==> src/design/turfio_uart_pkg.sv <==
package turfio_uart_pkg;

    // Cycles within one bit period
    typedef logic [7:0] baud_cnt_t;

    // Data bit position within a frame
    typedef logic [3:0] bit_idx_t;

    // Received frame count, wraps at 256
    typedef logic [7:0] rx_count_t;

    // Retimer frame states
    typedef enum logic [1:0] {
        IDLE  = 2'd0,
        START = 2'd1,
        DATA  = 2'd2,
        STOP  = 2'd3
    } retime_state_e;

    // Routing control, cut from CTRL bits [1:0]
    typedef struct packed {
        // Crate bus connected at all
        logic crate_bridge_en;
        // Crate goes to the debug port instead of the TURF
        logic hsk_local;
    } route_ctrl_t;

endpackage

==> src/design/turfio_regs_pkg.sv <==
package turfio_regs_pkg;

    // APB byte address and data word
    typedef logic [11:0] apb_addr_t;
    typedef logic [31:0] apb_data_t;

    // Master to slave, 47 bits
    typedef struct packed {
        logic      psel;
        logic      penable;
        logic      pwrite;
        apb_addr_t paddr;
        apb_data_t pwdata;
    } apb_req_t;

    // Slave to master, 34 bits
    typedef struct packed {
        apb_data_t prdata;
        logic      pready;
        logic      pslverr;
    } apb_rsp_t;

    // CTRL register, hsk_local sits in bit 0
    typedef struct packed {
        logic enable_3v3;
        logic enable_crate;
        logic crate_bridge_en;
        logic hsk_local;
    } ctrl_reg_t;

    // Crate configuration straps
    typedef logic [1:0] crate_conf_t;

    // Word addresses
    localparam apb_addr_t REG_IDENT   = 12'h000;
    localparam apb_addr_t REG_VERSION = 12'h004;
    localparam apb_addr_t REG_CTRL    = 12'h008;
    localparam apb_addr_t REG_STAT    = 12'h00C;

    // ASCII "TFIO"
    localparam apb_data_t IDENT_VALUE   = 32'h5446_494F;
    // Date 0, major 0, minor 2, revision 11
    localparam apb_data_t VERSION_VALUE = {16'h0000, 4'd0, 4'd2, 8'd11};

endpackage
==> src/design/turfio_hsk_top.sv <==
`timescale 1ns/1ps

module turfio_hsk_top #(
    parameter int SAMPLE_POINT = 120,
    parameter int BAUD_PERIOD  = 160
) (
    input  logic                          init_clk,
    input  logic                          reset_i,
    input  turfio_regs_pkg::apb_req_t    apb_req_i,
    output turfio_regs_pkg::apb_rsp_t    apb_rsp_o,
    input  logic                          dbg_rx_i,
    output logic                          dbg_tx_o,
    input  logic                          turf_rx_i,
    input  logic                          tctrl_b_i,
    output logic                          turf_tx_o,
    input  logic                          surf_tx_i,
    output logic                          surf_rx_o,
    input  turfio_regs_pkg::crate_conf_t crate_conf_i,
    output logic                          enable_crate_o,
    output logic                          enable_3v3_o
);

    turfio_regs_pkg::ctrl_reg_t   ctrl;
    turfio_uart_pkg::route_ctrl_t route;
    // Retimed crate transmit line
    logic                         crate_rx;
    logic                         rx_frame_done;

    // Routing bits out of CTRL
    assign route.hsk_local       = ctrl.hsk_local;
    assign route.crate_bridge_en = ctrl.crate_bridge_en;

    turfio_ctrl_regs u_regs (
        .init_clk        (init_clk),
        .reset_i         (reset_i),
        .apb_req_i       (apb_req_i),
        .apb_rsp_o       (apb_rsp_o),
        .crate_conf_i    (crate_conf_i),
        .rx_frame_done_i (rx_frame_done),
        .ctrl_o          (ctrl),
        .enable_crate_o  (enable_crate_o),
        .enable_3v3_o    (enable_3v3_o)
    );

    uart_route u_route (
        .init_clk   (init_clk),
        .reset_i    (reset_i),
        .route_i    (route),
        .dbg_rx_i   (dbg_rx_i),
        .turf_rx_i  (turf_rx_i),
        .tctrl_b_i  (tctrl_b_i),
        .crate_rx_i (crate_rx),
        .dbg_tx_o   (dbg_tx_o),
        .turf_tx_o  (turf_tx_o),
        .surf_rx_o  (surf_rx_o)
    );

    // Default timing suits 0.5 Mbaud with a 1 us rise
    uart_retime #(
        .SAMPLE_POINT (SAMPLE_POINT),
        .BAUD_PERIOD  (BAUD_PERIOD)
    ) u_retime (
        .init_clk        (init_clk),
        .reset_i         (reset_i),
        .crate_en_i      (ctrl.crate_bridge_en),
        .surf_tx_i       (surf_tx_i),
        .rx_retimed_o    (crate_rx),
        .rx_frame_done_o (rx_frame_done)
    );

endmodule

==> src/design/turfio_ctrl_regs.sv <==
`timescale 1ns/1ps

module turfio_ctrl_regs (
    input  logic                           init_clk,
    input  logic                           reset_i,
    input  turfio_regs_pkg::apb_req_t     apb_req_i,
    output turfio_regs_pkg::apb_rsp_t     apb_rsp_o,
    input  turfio_regs_pkg::crate_conf_t  crate_conf_i,
    input  logic                           rx_frame_done_i,
    output turfio_regs_pkg::ctrl_reg_t    ctrl_o,
    output logic                           enable_crate_o,
    output logic                           enable_3v3_o
);

    // First access cycle, wait state not yet served
    logic access_first;
    // Last access cycle, response valid
    logic pready_q;
    logic pslverr_q;
    turfio_regs_pkg::apb_data_t prdata_q;

    // Read mux result
    turfio_regs_pkg::apb_data_t rd_data;
    logic                       addr_hit;

    turfio_regs_pkg::ctrl_reg_t ctrl_q;
    turfio_uart_pkg::rx_count_t rx_count_q;

    assign access_first = apb_req_i.psel & apb_req_i.penable & ~pready_q;

    //////////////////////////////
    // Address decode
    //////////////////////////////
    always_comb begin
        rd_data  = '0;
        addr_hit = 1'b1;
        case (apb_req_i.paddr)
            turfio_regs_pkg::REG_IDENT:   rd_data = turfio_regs_pkg::IDENT_VALUE;
            turfio_regs_pkg::REG_VERSION: rd_data = turfio_regs_pkg::VERSION_VALUE;
            turfio_regs_pkg::REG_CTRL:    rd_data = {28'd0, ctrl_q};
            // Count low, straps above
            turfio_regs_pkg::REG_STAT:    rd_data = {22'd0, crate_conf_i, rx_count_q};
            default:                      addr_hit = 1'b0;
        endcase
    end

    // One wait state, response lands in the second access cycle
    always_ff @(posedge init_clk) begin
        if (reset_i) begin
            pready_q  <= 1'b0;
            pslverr_q <= 1'b0;
        end else begin
            pready_q  <= access_first;
            pslverr_q <= access_first & ~addr_hit;
        end
    end

    // Unmapped reads come back as zero from the mux
    always_ff @(posedge init_clk) begin
        if (access_first) prdata_q <= rd_data;
    end

    assign apb_rsp_o.prdata  = prdata_q;
    assign apb_rsp_o.pready  = pready_q;
    assign apb_rsp_o.pslverr = pslverr_q;

    //////////////////////////////
    // CTRL and frame count
    //////////////////////////////
    always_ff @(posedge init_clk) begin
        if (reset_i) begin
            ctrl_q <= '0;
        end else if (pready_q && apb_req_i.pwrite &&
                     apb_req_i.paddr == turfio_regs_pkg::REG_CTRL) begin
            // Only CTRL is writable, other writes drop silently
            ctrl_q <= turfio_regs_pkg::ctrl_reg_t'(apb_req_i.pwdata[3:0]);
        end
    end

    // Wraps at 256
    always_ff @(posedge init_clk) begin
        if (reset_i) begin
            rx_count_q <= '0;
        end else if (rx_frame_done_i) begin
            rx_count_q <= rx_count_q + 1'b1;
        end
    end

    assign ctrl_o         = ctrl_q;
    assign enable_crate_o = ctrl_q.enable_crate;
    assign enable_3v3_o   = ctrl_q.enable_3v3;

    // Master must still be holding the access phase
    a_pready_access: assert property (@(posedge init_clk) disable iff (reset_i)
        apb_rsp_o.pready |-> apb_req_i.psel && apb_req_i.penable);

    // Error only with a completed transfer
    a_err_ready: assert property (@(posedge init_clk) disable iff (reset_i)
        apb_rsp_o.pslverr |-> apb_rsp_o.pready);

endmodule

==> src/design/uart_route.sv <==
`timescale 1ns/1ps

module uart_route (
    input  logic                        init_clk,
    input  logic                        reset_i,
    input  turfio_uart_pkg::route_ctrl_t route_i,
    input  logic                        dbg_rx_i,
    input  logic                        turf_rx_i,
    input  logic                        tctrl_b_i,
    input  logic                        crate_rx_i,
    output logic                        dbg_tx_o,
    output logic                        turf_tx_o,
    output logic                        surf_rx_o
);

    // Bit order {crate, tctrl, turf, dbg}
    // Crate line shares the pipe so every path has equal latency
    logic [3:0] sync_meta;
    logic [3:0] sync_q;

    logic crate_data;
    logic surf_rx_n;
    logic turf_tx_n;
    logic dbg_tx_n;

    // Everything idles high, tctrl high means TURF detached
    always_ff @(posedge init_clk) begin
        if (reset_i) begin
            sync_meta <= 4'hF;
            sync_q    <= 4'hF;
        end else begin
            sync_meta <= {crate_rx_i, tctrl_b_i, turf_rx_i, dbg_rx_i};
            sync_q    <= sync_meta;
        end
    end

    //////////////////////////////
    // Routing
    //////////////////////////////
    always_comb begin
        // Bridge off means crate looks idle
        crate_data = route_i.crate_bridge_en ? sync_q[3] : 1'b1;
        if (route_i.hsk_local) begin
            surf_rx_n = sync_q[0];
            dbg_tx_n  = crate_data;
            turf_tx_n = 1'b1;
        end else begin
            // TURF serial only valid with tctrl low
            surf_rx_n = sync_q[2] ? 1'b1 : sync_q[1];
            turf_tx_n = crate_data;
            dbg_tx_n  = 1'b1;
        end
        if (!route_i.crate_bridge_en) surf_rx_n = 1'b1;
    end

    // Registered outputs, glitch free on route changes
    always_ff @(posedge init_clk) begin
        if (reset_i) begin
            dbg_tx_o  <= 1'b1;
            turf_tx_o <= 1'b1;
            surf_rx_o <= 1'b1;
        end else begin
            dbg_tx_o  <= dbg_tx_n;
            turf_tx_o <= turf_tx_n;
            surf_rx_o <= surf_rx_n;
        end
    end

    // TURF detached while crate is local
    a_turf_idle: assert property (@(posedge init_clk) disable iff (reset_i)
        route_i.hsk_local |=> turf_tx_o);

endmodule

==> src/design/uart_retime.sv <==
`timescale 1ns/1ps

module uart_retime #(
    parameter int SAMPLE_POINT = 120,
    parameter int BAUD_PERIOD  = 160
) (
    input  logic init_clk,
    input  logic reset_i,
    input  logic crate_en_i,
    input  logic surf_tx_i,
    output logic rx_retimed_o,
    output logic rx_frame_done_o
);

    // Counter compare points
    localparam turfio_uart_pkg::baud_cnt_t SAMPLE_CNT =
        turfio_uart_pkg::baud_cnt_t'(SAMPLE_POINT - 1);
    localparam turfio_uart_pkg::baud_cnt_t BAUD_LAST =
        turfio_uart_pkg::baud_cnt_t'(BAUD_PERIOD - 1);
    localparam turfio_uart_pkg::bit_idx_t LAST_DATA_BIT = 4'd7;

    // Open-drain line, slow rise
    logic rx_meta;
    logic rx_sync;
    // Previous synced level for edge detect
    logic rx_last;
    logic rx_fall;

    turfio_uart_pkg::retime_state_e state_q;
    turfio_uart_pkg::baud_cnt_t     baud_cnt_q;
    turfio_uart_pkg::bit_idx_t      bit_idx_q;
    logic sample_now;
    logic bit_end;

    // Two-flop synchronizer, idles high
    always_ff @(posedge init_clk) begin
        if (reset_i) begin
            rx_meta <= 1'b1;
            rx_sync <= 1'b1;
            rx_last <= 1'b1;
        end else begin
            rx_meta <= surf_tx_i;
            rx_sync <= rx_meta;
            rx_last <= rx_sync;
        end
    end

    assign rx_fall    = rx_last & ~rx_sync;
    assign sample_now = (baud_cnt_q == SAMPLE_CNT);
    assign bit_end    = (baud_cnt_q == BAUD_LAST);

    //////////////////////////////
    // Frame FSM
    //////////////////////////////
    always_ff @(posedge init_clk) begin
        if (reset_i || !crate_en_i) begin
            state_q         <= turfio_uart_pkg::IDLE;
            baud_cnt_q      <= '0;
            bit_idx_q       <= '0;
            rx_retimed_o    <= 1'b1;
            rx_frame_done_o <= 1'b0;
        end else begin
            rx_frame_done_o <= 1'b0;
            baud_cnt_q      <= bit_end ? '0 : baud_cnt_q + 1'b1;
            case (state_q)
                turfio_uart_pkg::IDLE: begin
                    // Bit boundary is the cycle after the edge
                    baud_cnt_q <= '0;
                    bit_idx_q  <= '0;
                    if (rx_fall) state_q <= turfio_uart_pkg::START;
                end
                turfio_uart_pkg::START: begin
                    if (sample_now && rx_sync) begin
                        // Glitch, not a real start bit
                        state_q <= turfio_uart_pkg::IDLE;
                    end else if (sample_now) begin
                        rx_retimed_o <= 1'b0;
                    end else if (bit_end) begin
                        state_q <= turfio_uart_pkg::DATA;
                    end
                end
                turfio_uart_pkg::DATA: begin
                    if (sample_now) rx_retimed_o <= rx_sync;
                    if (bit_end) begin
                        if (bit_idx_q == LAST_DATA_BIT) state_q <= turfio_uart_pkg::STOP;
                        else bit_idx_q <= bit_idx_q + 1'b1;
                    end
                end
                default: begin
                    // Stop bit, frame ends at its sample point
                    if (sample_now) begin
                        rx_retimed_o    <= 1'b1;
                        rx_frame_done_o <= 1'b1;
                        state_q         <= turfio_uart_pkg::IDLE;
                    end
                end
            endcase
        end
    end

    // Line idles high between frames
    a_idle_high: assert property (@(posedge init_clk) disable iff (reset_i)
        state_q == turfio_uart_pkg::IDLE |-> rx_retimed_o);

    // One pulse per frame
    a_done_pulse: assert property (@(posedge init_clk) disable iff (reset_i)
        rx_frame_done_o |=> !rx_frame_done_o);

endmodule

==> config.mk <==
export PLATFORM = sky130hd
export DESIGN_NAME = turfio_hsk_top
export DESIGN_NICKNAME = d
export VERILOG_FILES = /design/src/design/turfio_uart_pkg.sv /design/src/design/turfio_regs_pkg.sv /design/src/design/turfio_hsk_top.sv /design/src/design/turfio_ctrl_regs.sv /design/src/design/uart_route.sv /design/src/design/uart_retime.sv
export SDC_FILE = /design/constraint.sdc
export NUM_CORES = 1
export LEC_CHECK = 0
export ABC_AREA = 1
export BUFFER_PORTS_ARGS = -buffer_cell sky130_fd_sc_hd__buf_2
export CORE_ASPECT_RATIO = 1.25
export CORE_MARGIN = 2
export CORE_UTILIZATION = 48
export DETAILED_ROUTE_END_ITERATION = 10
export PLACE_DENSITY = 0.91
export SETUP_SLACK_MARGIN = 0.05
export SLEW_MARGIN = 10
export SYNTH_ARGS = -nofsm -noshare
export SYNTH_HDL_FRONTEND = slang
export SYNTH_SLANG_ARGS = --single-unit
==> constraint.sdc <==
create_clock -name init_clk -period 2 [get_ports init_clk]
set_input_delay 0.4 -clock init_clk [delete_from_list [all_inputs] [get_ports init_clk]]
set_output_delay 0.4 -clock init_clk [all_outputs]
set_load 0.02 [all_outputs]
# After elaboration in Yosys (flattened, before gate mapping)
# Cells that the tools add are included.
[op_classes]
addsub = 3
bitwise = 10
eq_ne = 15
reduce_logical = 18
mux = 22
[ops]
columns = ["op", "n"]
rows = [
  ["$pmux W31 S4", 1],
  ["$eq A12 B4 Y1 const B", 2],
  ["$add A8 B1 Y8 const B", 2],
  ["$mux W2", 7],
  ["$eq A12 B3 Y1 const B", 1],
  ["$logic_not A12 Y1", 1],
  ["$mux W1", 9],
  ["$eq A8 B7 Y1 const B", 1],
  ["$eq A8 B8 Y1 const B", 1],
  ["$mux W4", 2],
  ["$pmux W4 S2", 1],
  ["$reduce_or A4 Y1", 2],
  ["$ne A2 B1 Y1 const B", 3],
  ["$not A1 Y1", 6],
  ["$pmux W2 S3", 1],
  ["$reduce_and A3 Y1", 2],
  ["$reduce_and A6 Y1", 1],
  ["$reduce_or A2 Y1", 3],
  ["$add A4 B1 Y4 const B", 1],
  ["$and A1 B1 Y1", 4],
  ["$eq A4 B3 Y1 const B", 1],
  ["$ne A2 B2 Y1 const B", 2],
  ["$reduce_bool A4 Y1", 1],
  ["$logic_and A1 B1 Y1", 3],
  ["other kinds (10)", 10],
]
[word_totals]
reg_bits = 76
wordCells = 89
output_inout_bits = 39
input_bits = 55

# Depth between registers and ports, before layout
[depth]
ltp_word = 5
ltp_mapped = 10
depth_no_buf = 10

# Hierarchy
# A second synthesis with hierarchy kept.
[hier_totals]
cells_unflattened = 329
area_unflattened_um2 = 2587.5
[by_module_without_submodules]
columns = ["module", "area_each_um2", "cells_each", "instances"]
rows = [
  ["turfio_ctrl_regs", 1350.0, 169, 1],
  ["uart_retime", 915.9, 129, 1],
  ["uart_route", 321.6, 31, 1],
]

# Worst setup path before layout
# Ideal clock, no wire load.
[synth_path]
kind = "input -> register"
from = "in apb_req_i[45] (netlist bit)"
to = "reg u_regs.prdata_q[0], enable pin"
setup_time_ns = 0.395
path_buffers = 0
cell_stages = 2
path_slack_ns = 0.292
required_time_ns = 1.605
arrival_time_ns = 1.313
cell_sequence = "inv_1 nor3_1"
[synth_between]
elab_chain_len = 2
[synth_lines]
columns = ["element", "line", "text"]
rows = [
  ["from (decl)", "turfio_hsk_top.sv:9", "input turfio_regs_pkg::apb_req_t apb_req_i,"],
  ["$and A1 B1 Y1 (2 in series)", "turfio_ctrl_regs.sv:29", "assign access_first = apb_req_i.psel & apb_req_i.penable & ~pready_q;"],
  ["named net u_regs.access_first", "turfio_ctrl_regs.sv:16", "logic access_first;"],
  ["to (signal assigned)", "turfio_ctrl_regs.sv:60", "if (access_first) prdata_q <= rd_data;"],
  ["to (decl)", "turfio_ctrl_regs.sv:20", "turfio_regs_pkg::apb_data_t prdata_q;"],
]
# The timed path passes the listed nets, and every way through them passes these cells.
# A chain may end at the register's enable or synchronous reset.

# Final worst setup path
[layout_path]
from = "reg u_retime.baud_cnt_q[0]"
to = "reg u_retime.state_q[0]"
[layout_between]
elab_chain_len = 4
[layout_lines]
columns = ["element", "line", "text"]
rows = [
  ["from (decl)", "uart_retime.sv:30", "turfio_uart_pkg::baud_cnt_t baud_cnt_q;"],
  ["from (signal assigned)", "uart_retime.sv:64", "baud_cnt_q <= bit_end ? '0 : baud_cnt_q + 1'b1;"],
  ["$eq A8 B7 Y1", "uart_retime.sv:49", "assign sample_now = (baud_cnt_q == SAMPLE_CNT);"],
  ["$logic_and A1 B1 Y1", "uart_retime.sv:73", "if (sample_now && rx_sync) begin"],
  ["$ne A3 B3 Y1 (no source line), or another cell as far along", "--", ""],
  ["$reduce_and A6 Y1 (no source line) or $pmux W2 S3 (tied branches)", "--", ""],
  ["to (signal assigned)", "uart_retime.sv:57", "state_q <= turfio_uart_pkg::IDLE;"],
  ["to (signal assigned)", "uart_retime.sv:75", "state_q <= turfio_uart_pkg::IDLE;"],
  ["to (signal assigned)", "uart_retime.sv:79", "state_q <= turfio_uart_pkg::DATA;"],
  ["to (decl)", "uart_retime.sv:29", "turfio_uart_pkg::retime_state_e state_q;"],
]
# Several ways; a longest one is shown, not always the timed one.

==> flow_results.xml <==
<?xml version="1.0" encoding="UTF-8"?>
<metrics>
  <group name="die">
    <metric name="top_level_ports" unit="">94</metric>
    <metric name="coreArea" unit="sq um">5010</metric>
    <metric name="fp-row-count" unit="">29</metric>
    <metric name="die_height" unit="um">83.9</metric>
    <metric name="die_area" unit="sq um">5700</metric>
    <metric name="initial_core_utilization" unit="">0.490</metric>
    <metric name="die_x" unit="um">67.9</metric>
  </group>
  <group name="routing">
    <metric name="routed_wire_length_per_instance" unit="um">10.5</metric>
    <metric name="drc" unit="">0</metric>
    <metric name="average_via_count_per_standard_cell" unit="">4.78</metric>
    <metric name="detail_route.wirelength" unit="um">4390</metric>
    <metric name="routed-via-count" unit="">1989</metric>
    <metric name="drt-initial-drc-count" unit="">66</metric>
    <metric name="drt_first_pass_iters" unit="">4</metric>
    <metric name="postRouteAntennaNets" unit="">0</metric>
  </group>
  <group name="pwr">
    <metric name="switching_share" unit="">0.243</metric>
    <metric name="netSwitchingPower" unit="mW">0.464</metric>
    <metric name="seq_power_share" unit="">0.605</metric>
    <metric name="share_comb_of_total_power" unit="">0.066</metric>
    <metric name="p_per_area" unit="nW/um^2">691</metric>
    <metric name="power_frac_clock" unit="">0.329</metric>
    <metric name="leakage" unit="nW">1.20</metric>
    <metric name="p_int" unit="mW">1.44</metric>
    <metric name="worst_ir_drop_vdd" unit="V">0.000534</metric>
  </group>
  <group name="worst_setup_path">
    <metric name="critical_path.endpoint_type" unit="">flop</metric>
    <metric name="setup.worst_path.start" unit="">u_retime.baud_cnt_q[0]$_SDFF_PP0_</metric>
    <metric name="crit-reg2reg-launch" unit="">u_retime.baud_cnt_q[0]$_SDFF_PP0_</metric>
    <metric name="critical_path_class" unit="">flop to flop</metric>
    <metric name="timing.critical_path.arrival" unit="ns">1.77</metric>
    <metric name="setup.worst_path.end" unit="">u_retime.state_q[0]$_SDFFE_PP0P_</metric>
    <metric name="slowest_stage" unit="">sky130_fd_sc_hd__dfxtp_1</metric>
    <metric name="cp_cell_sequence" unit="">ha_1 -&gt; nand2_1 -&gt; nor2_1 -&gt; nand2_1 -&gt; nand2_1 -&gt; inv_1 -&gt; nor2_1 -&gt; nand3_1 -&gt; nand2_1 -&gt; nor2_1</metric>
    <metric name="critical_path.max_fanout" unit="">4</metric>
    <metric name="worst_setup_path_start_kind" unit="">flop</metric>
    <metric name="timing.critical_path.mode_cell" unit="">sky130_fd_sc_hd__nand2_1</metric>
    <metric name="timing.reg2reg.setup_slack" unit="ns">0.46</metric>
    <metric name="crit-reg2reg-capture" unit="">u_retime.state_q[0]$_SDFFE_PP0P_</metric>
    <metric name="rr_worst_depth" unit="">10</metric>
    <metric name="timing.critical_path.slowest_cell_delay" unit="ns">0.37</metric>
    <metric name="cp_data_required_time" unit="ns">2.22</metric>
  </group>
  <group name="timing">
    <metric name="slew_violations" unit="">0</metric>
    <metric name="final-hold-violation-count" unit="">0</metric>
    <metric name="unrepaired_setup_endpoints_after_global_routing" unit="">false</metric>
    <metric name="finalCriticalPeriod" unit="ns">1.54</metric>
    <metric name="max_freq" unit="GHz">0.648</metric>
    <metric name="max_slew_margin" unit="">0.650</metric>
    <metric name="timing.clock.skew" unit="ns">0.00887</metric>
    <metric name="tightest_slew" unit="ns">0.520</metric>
    <metric name="timing.final.crit_share" unit="">0.772</metric>
    <metric name="setup_tns" unit="ns">0</metric>
    <metric name="timing.final.setup_violations" unit="">0</metric>
  </group>
  <group name="synth">
    <metric name="synth_compound_area_frac" unit="">0.0561</metric>
    <metric name="main_combinational_cell_family_by_area_after_synthesis" unit="">simple AND/OR/NAND/NOR gates</metric>
    <metric name="ys_top_cells_by_area" unit="">sky130_fd_sc_hd__dfxtp_1 (36%), sky130_fd_sc_hd__edfxtp_1 (13%), sky130_fd_sc_hd__nand2_1 (8.4%), sky130_fd_sc_hd__buf_4 (7.3%), sky130_fd_sc_hd__nor2_1 (6.7%)</metric>
    <metric name="yosysTopAreaCellShare" unit="">0.359</metric>
    <metric name="post-synth-top-area-cell" unit="">sky130_fd_sc_hd__dfxtp_1</metric>
    <metric name="netlist_instances" unit="">305</metric>
    <metric name="synth_seq_cells" unit="">55</metric>
    <metric name="synth_seq_area_share" unit="">0.494</metric>
    <metric name="synthSimpleGateAreaFrac" unit="">0.292</metric>
    <metric name="synth_area" unit="sq um">2450</metric>
    <metric name="post_synth_fa_ha_maj_area_fraction" unit="">0.0153</metric>
    <metric name="synth-warning-count" unit="">0</metric>
    <metric name="syn-mean-instance-area" unit="sq um">8.04</metric>
    <metric name="ys_types" unit="">27</metric>
    <metric name="yosys-mux-area-fraction" unit="">0</metric>
    <metric name="synth_area_in_xor_xnor" unit="">0.00714</metric>
  </group>
  <group name="placement">
    <metric name="placement.io_buffers" unit="">51</metric>
    <metric name="dpl-instance-area" unit="sq um">2670</metric>
    <metric name="routabilityCongestion" unit="">0.906</metric>
    <metric name="detailed_place_hpwl" unit="um">3380</metric>
  </group>
  <group name="clock_network">
    <metric name="ctsHoldBuffers" unit="">0</metric>
    <metric name="clock_tree_from_tritoncts" unit="">done</metric>
    <metric name="clk-insertion-delay-late" unit="ns">0.32</metric>
    <metric name="clock_path_buffers" unit="">2</metric>
    <metric name="htree_levels" unit="">2</metric>
    <metric name="cts.sinks" unit="">55</metric>
    <metric name="tritoncts.num_buffers" unit="">5</metric>
    <metric name="post_cts_buffers" unit="">0</metric>
    <metric name="ctsResizeCount" unit="">0</metric>
    <metric name="clock-root-buffer" unit="">sky130_fd_sc_hd__clkbuf_8</metric>
    <metric name="clk_transition_reported_paths" unit="ns">0.10</metric>
  </group>
  <group name="layout">
    <metric name="n_antenna_cell" unit="">0</metric>
    <metric name="area_growth" unit="%">12.4</metric>
    <metric name="layout_commonest_cell" unit="">sky130_fd_sc_hd__nand2_1</metric>
    <metric name="layout.nets" unit="">411</metric>
    <metric name="share_of_final_layout_standard_cells_stronger_than_drive_strength_1" unit="">0.220</metric>
    <metric name="stdcell_area" unit="sq um">2760</metric>
    <metric name="mostFrequentLayoutCells" unit="">sky130_fd_sc_hd__nand2_1 (55), sky130_fd_sc_hd__buf_2 (51), sky130_fd_sc_hd__nor2_1 (44), sky130_fd_sc_hd__dfxtp_1 (44), sky130_fd_sc_hd__inv_1 (38)</metric>
  </group>
  <group name="grt">
    <metric name="grt_resource_usage_total" unit="">0.167</metric>
    <metric name="grt_pass1_vias" unit="">1838</metric>
    <metric name="initial_antenna_violation_count" unit="">0</metric>
    <metric name="maximum_number_of_pins_on_one_net_before_global_route_repair" unit="">19</metric>
    <metric name="first_pass_grt_wire_length" unit="um">7450</metric>
    <metric name="grt_overflow" unit="">0</metric>
  </group>
  <group name="min_path">
    <metric name="holdCritPathClass" unit="">primary input to flop</metric>
  </group>
  <group name="status">
    <metric name="run_status" unit="">completed</metric>
  </group>
  <group name="job">
    <metric name="max-cap-violations" unit="">0</metric>
  </group>
</metrics>
per-layer routing:
layer  routed length [um]  track usage  share of wire
met2                 2280        0.291           0.52
met3                  219       0.0378          0.050
met5                    0            0              0
met4                   78       0.0691          0.018
met1                 1810        0.190           0.41
worst max-delay path: cells and delay by family, from the launching register on:
kind                     cells  cell delay, ns
adder cells (fa/ha/maj)      1            0.20
buffers and inverters        1            0.04
flip-flops                   1            0.37
AND/OR/NAND/NOR              8            0.83
worst min-delay path by stage:
stage          depth (start not counted)                             from                               to  slack (ns)
3_3_place_gp                           1  u_route.sync_meta[1]$_SDFF_PP1_     u_route.sync_q[1]$_SDFF_PP1_        0.39
5_1_grt                                2                         dbg_rx_i  u_route.sync_meta[0]$_SDFF_PP1_        0.25
4_1_cts                                2                        surf_tx_i      u_retime.rx_meta$_SDFF_PP1_        0.25
6_report                               2                         dbg_rx_i  u_route.sync_meta[0]$_SDFF_PP1_        0.26
3_5_place_dp                           1  u_route.sync_meta[0]$_SDFF_PP1_     u_route.sync_q[0]$_SDFF_PP1_        0.40
2_1_floorplan                          1      u_retime.rx_meta$_SDFF_PP1_      u_retime.rx_sync$_SDFF_PP1_        0.39
power groups by stage:
stage | Sequential (mW) | Clock [mW] | Combinational [mW]
floorplan | 1.19 | 0 | 0.0976
global placement | 1.18 | 0 | 0.124
detailed placement | 1.18 | 0 | 0.127
CTS | 1.15 | 0.638 | 0.127
global route | 1.15 | 0.685 | 0.139
finish | 1.15 | 0.627 | 0.126
metrics by stage:
stage / std cells / hold slack (ns) / worst slack, ns / util / power, mW
after floorplan: 318 / 0.389 / 0.292 / - / 1.29
after global placement: 408 / 0.392 / 0.453 / 0.532 / 1.30
after detailed placement: 408 / 0.403 / 0.400 / 0.532 / 1.30
after CTS: 416 / 0.254 / 0.454 / 0.551 / 1.92
after global routing: 416 / 0.248 / 0.260 / 0.551 / 1.98
final: 416 / 0.259 / 0.457 / 0.551 / 1.91
cell usage after synthesis, drive strengths merged:
master,count
conb,1
buf,24
nand4,1
nand2,55
xor2,2
o211ai,1
edfxtp,11
o21ai,10
a22oi,1
a31oi,1
clkinv,1
nor3b,2
clkbuf,1
or2,12
inv,38
ha,3
nor2,46
nand3,26
nand3b,1
nor3,9
dfxtp,44
o22ai,1
nor4,2
a21oi,12
cell families after synthesis:
group,Yosys count
flip-flops,55
other,1
XOR/XNOR,2
buffers and inverters,64
AO/OA/AOI/OAI,26
AND/OR/NAND/NOR,154
adder cells (fa/ha/maj),3
flip-flops by register name, indices dropped and copies added, names as in the netlist, 2 cells and up:
name,count
u_retime.bit_idx_q,4
u_regs.rx_count_q,8
u_retime.baud_cnt_q,8
u_retime.state_q,2
u_regs.prdata_q,11
u_route.sync_meta,4
u_route.sync_q,4
u_regs.ctrl_o,2
cell type report:
class / instances / area (sq um)
fill: 458 / 2250
clock buffer: 5 / 68.8
multi-input combinational: 199 / 961
clock inverter: 3 / 22.5
inverter: 39 / 146
sequential: 55 / 1210
tap: 62 / 77.6
timing repair buffer: 53 / 270
(Power assumes the default switching activity.)
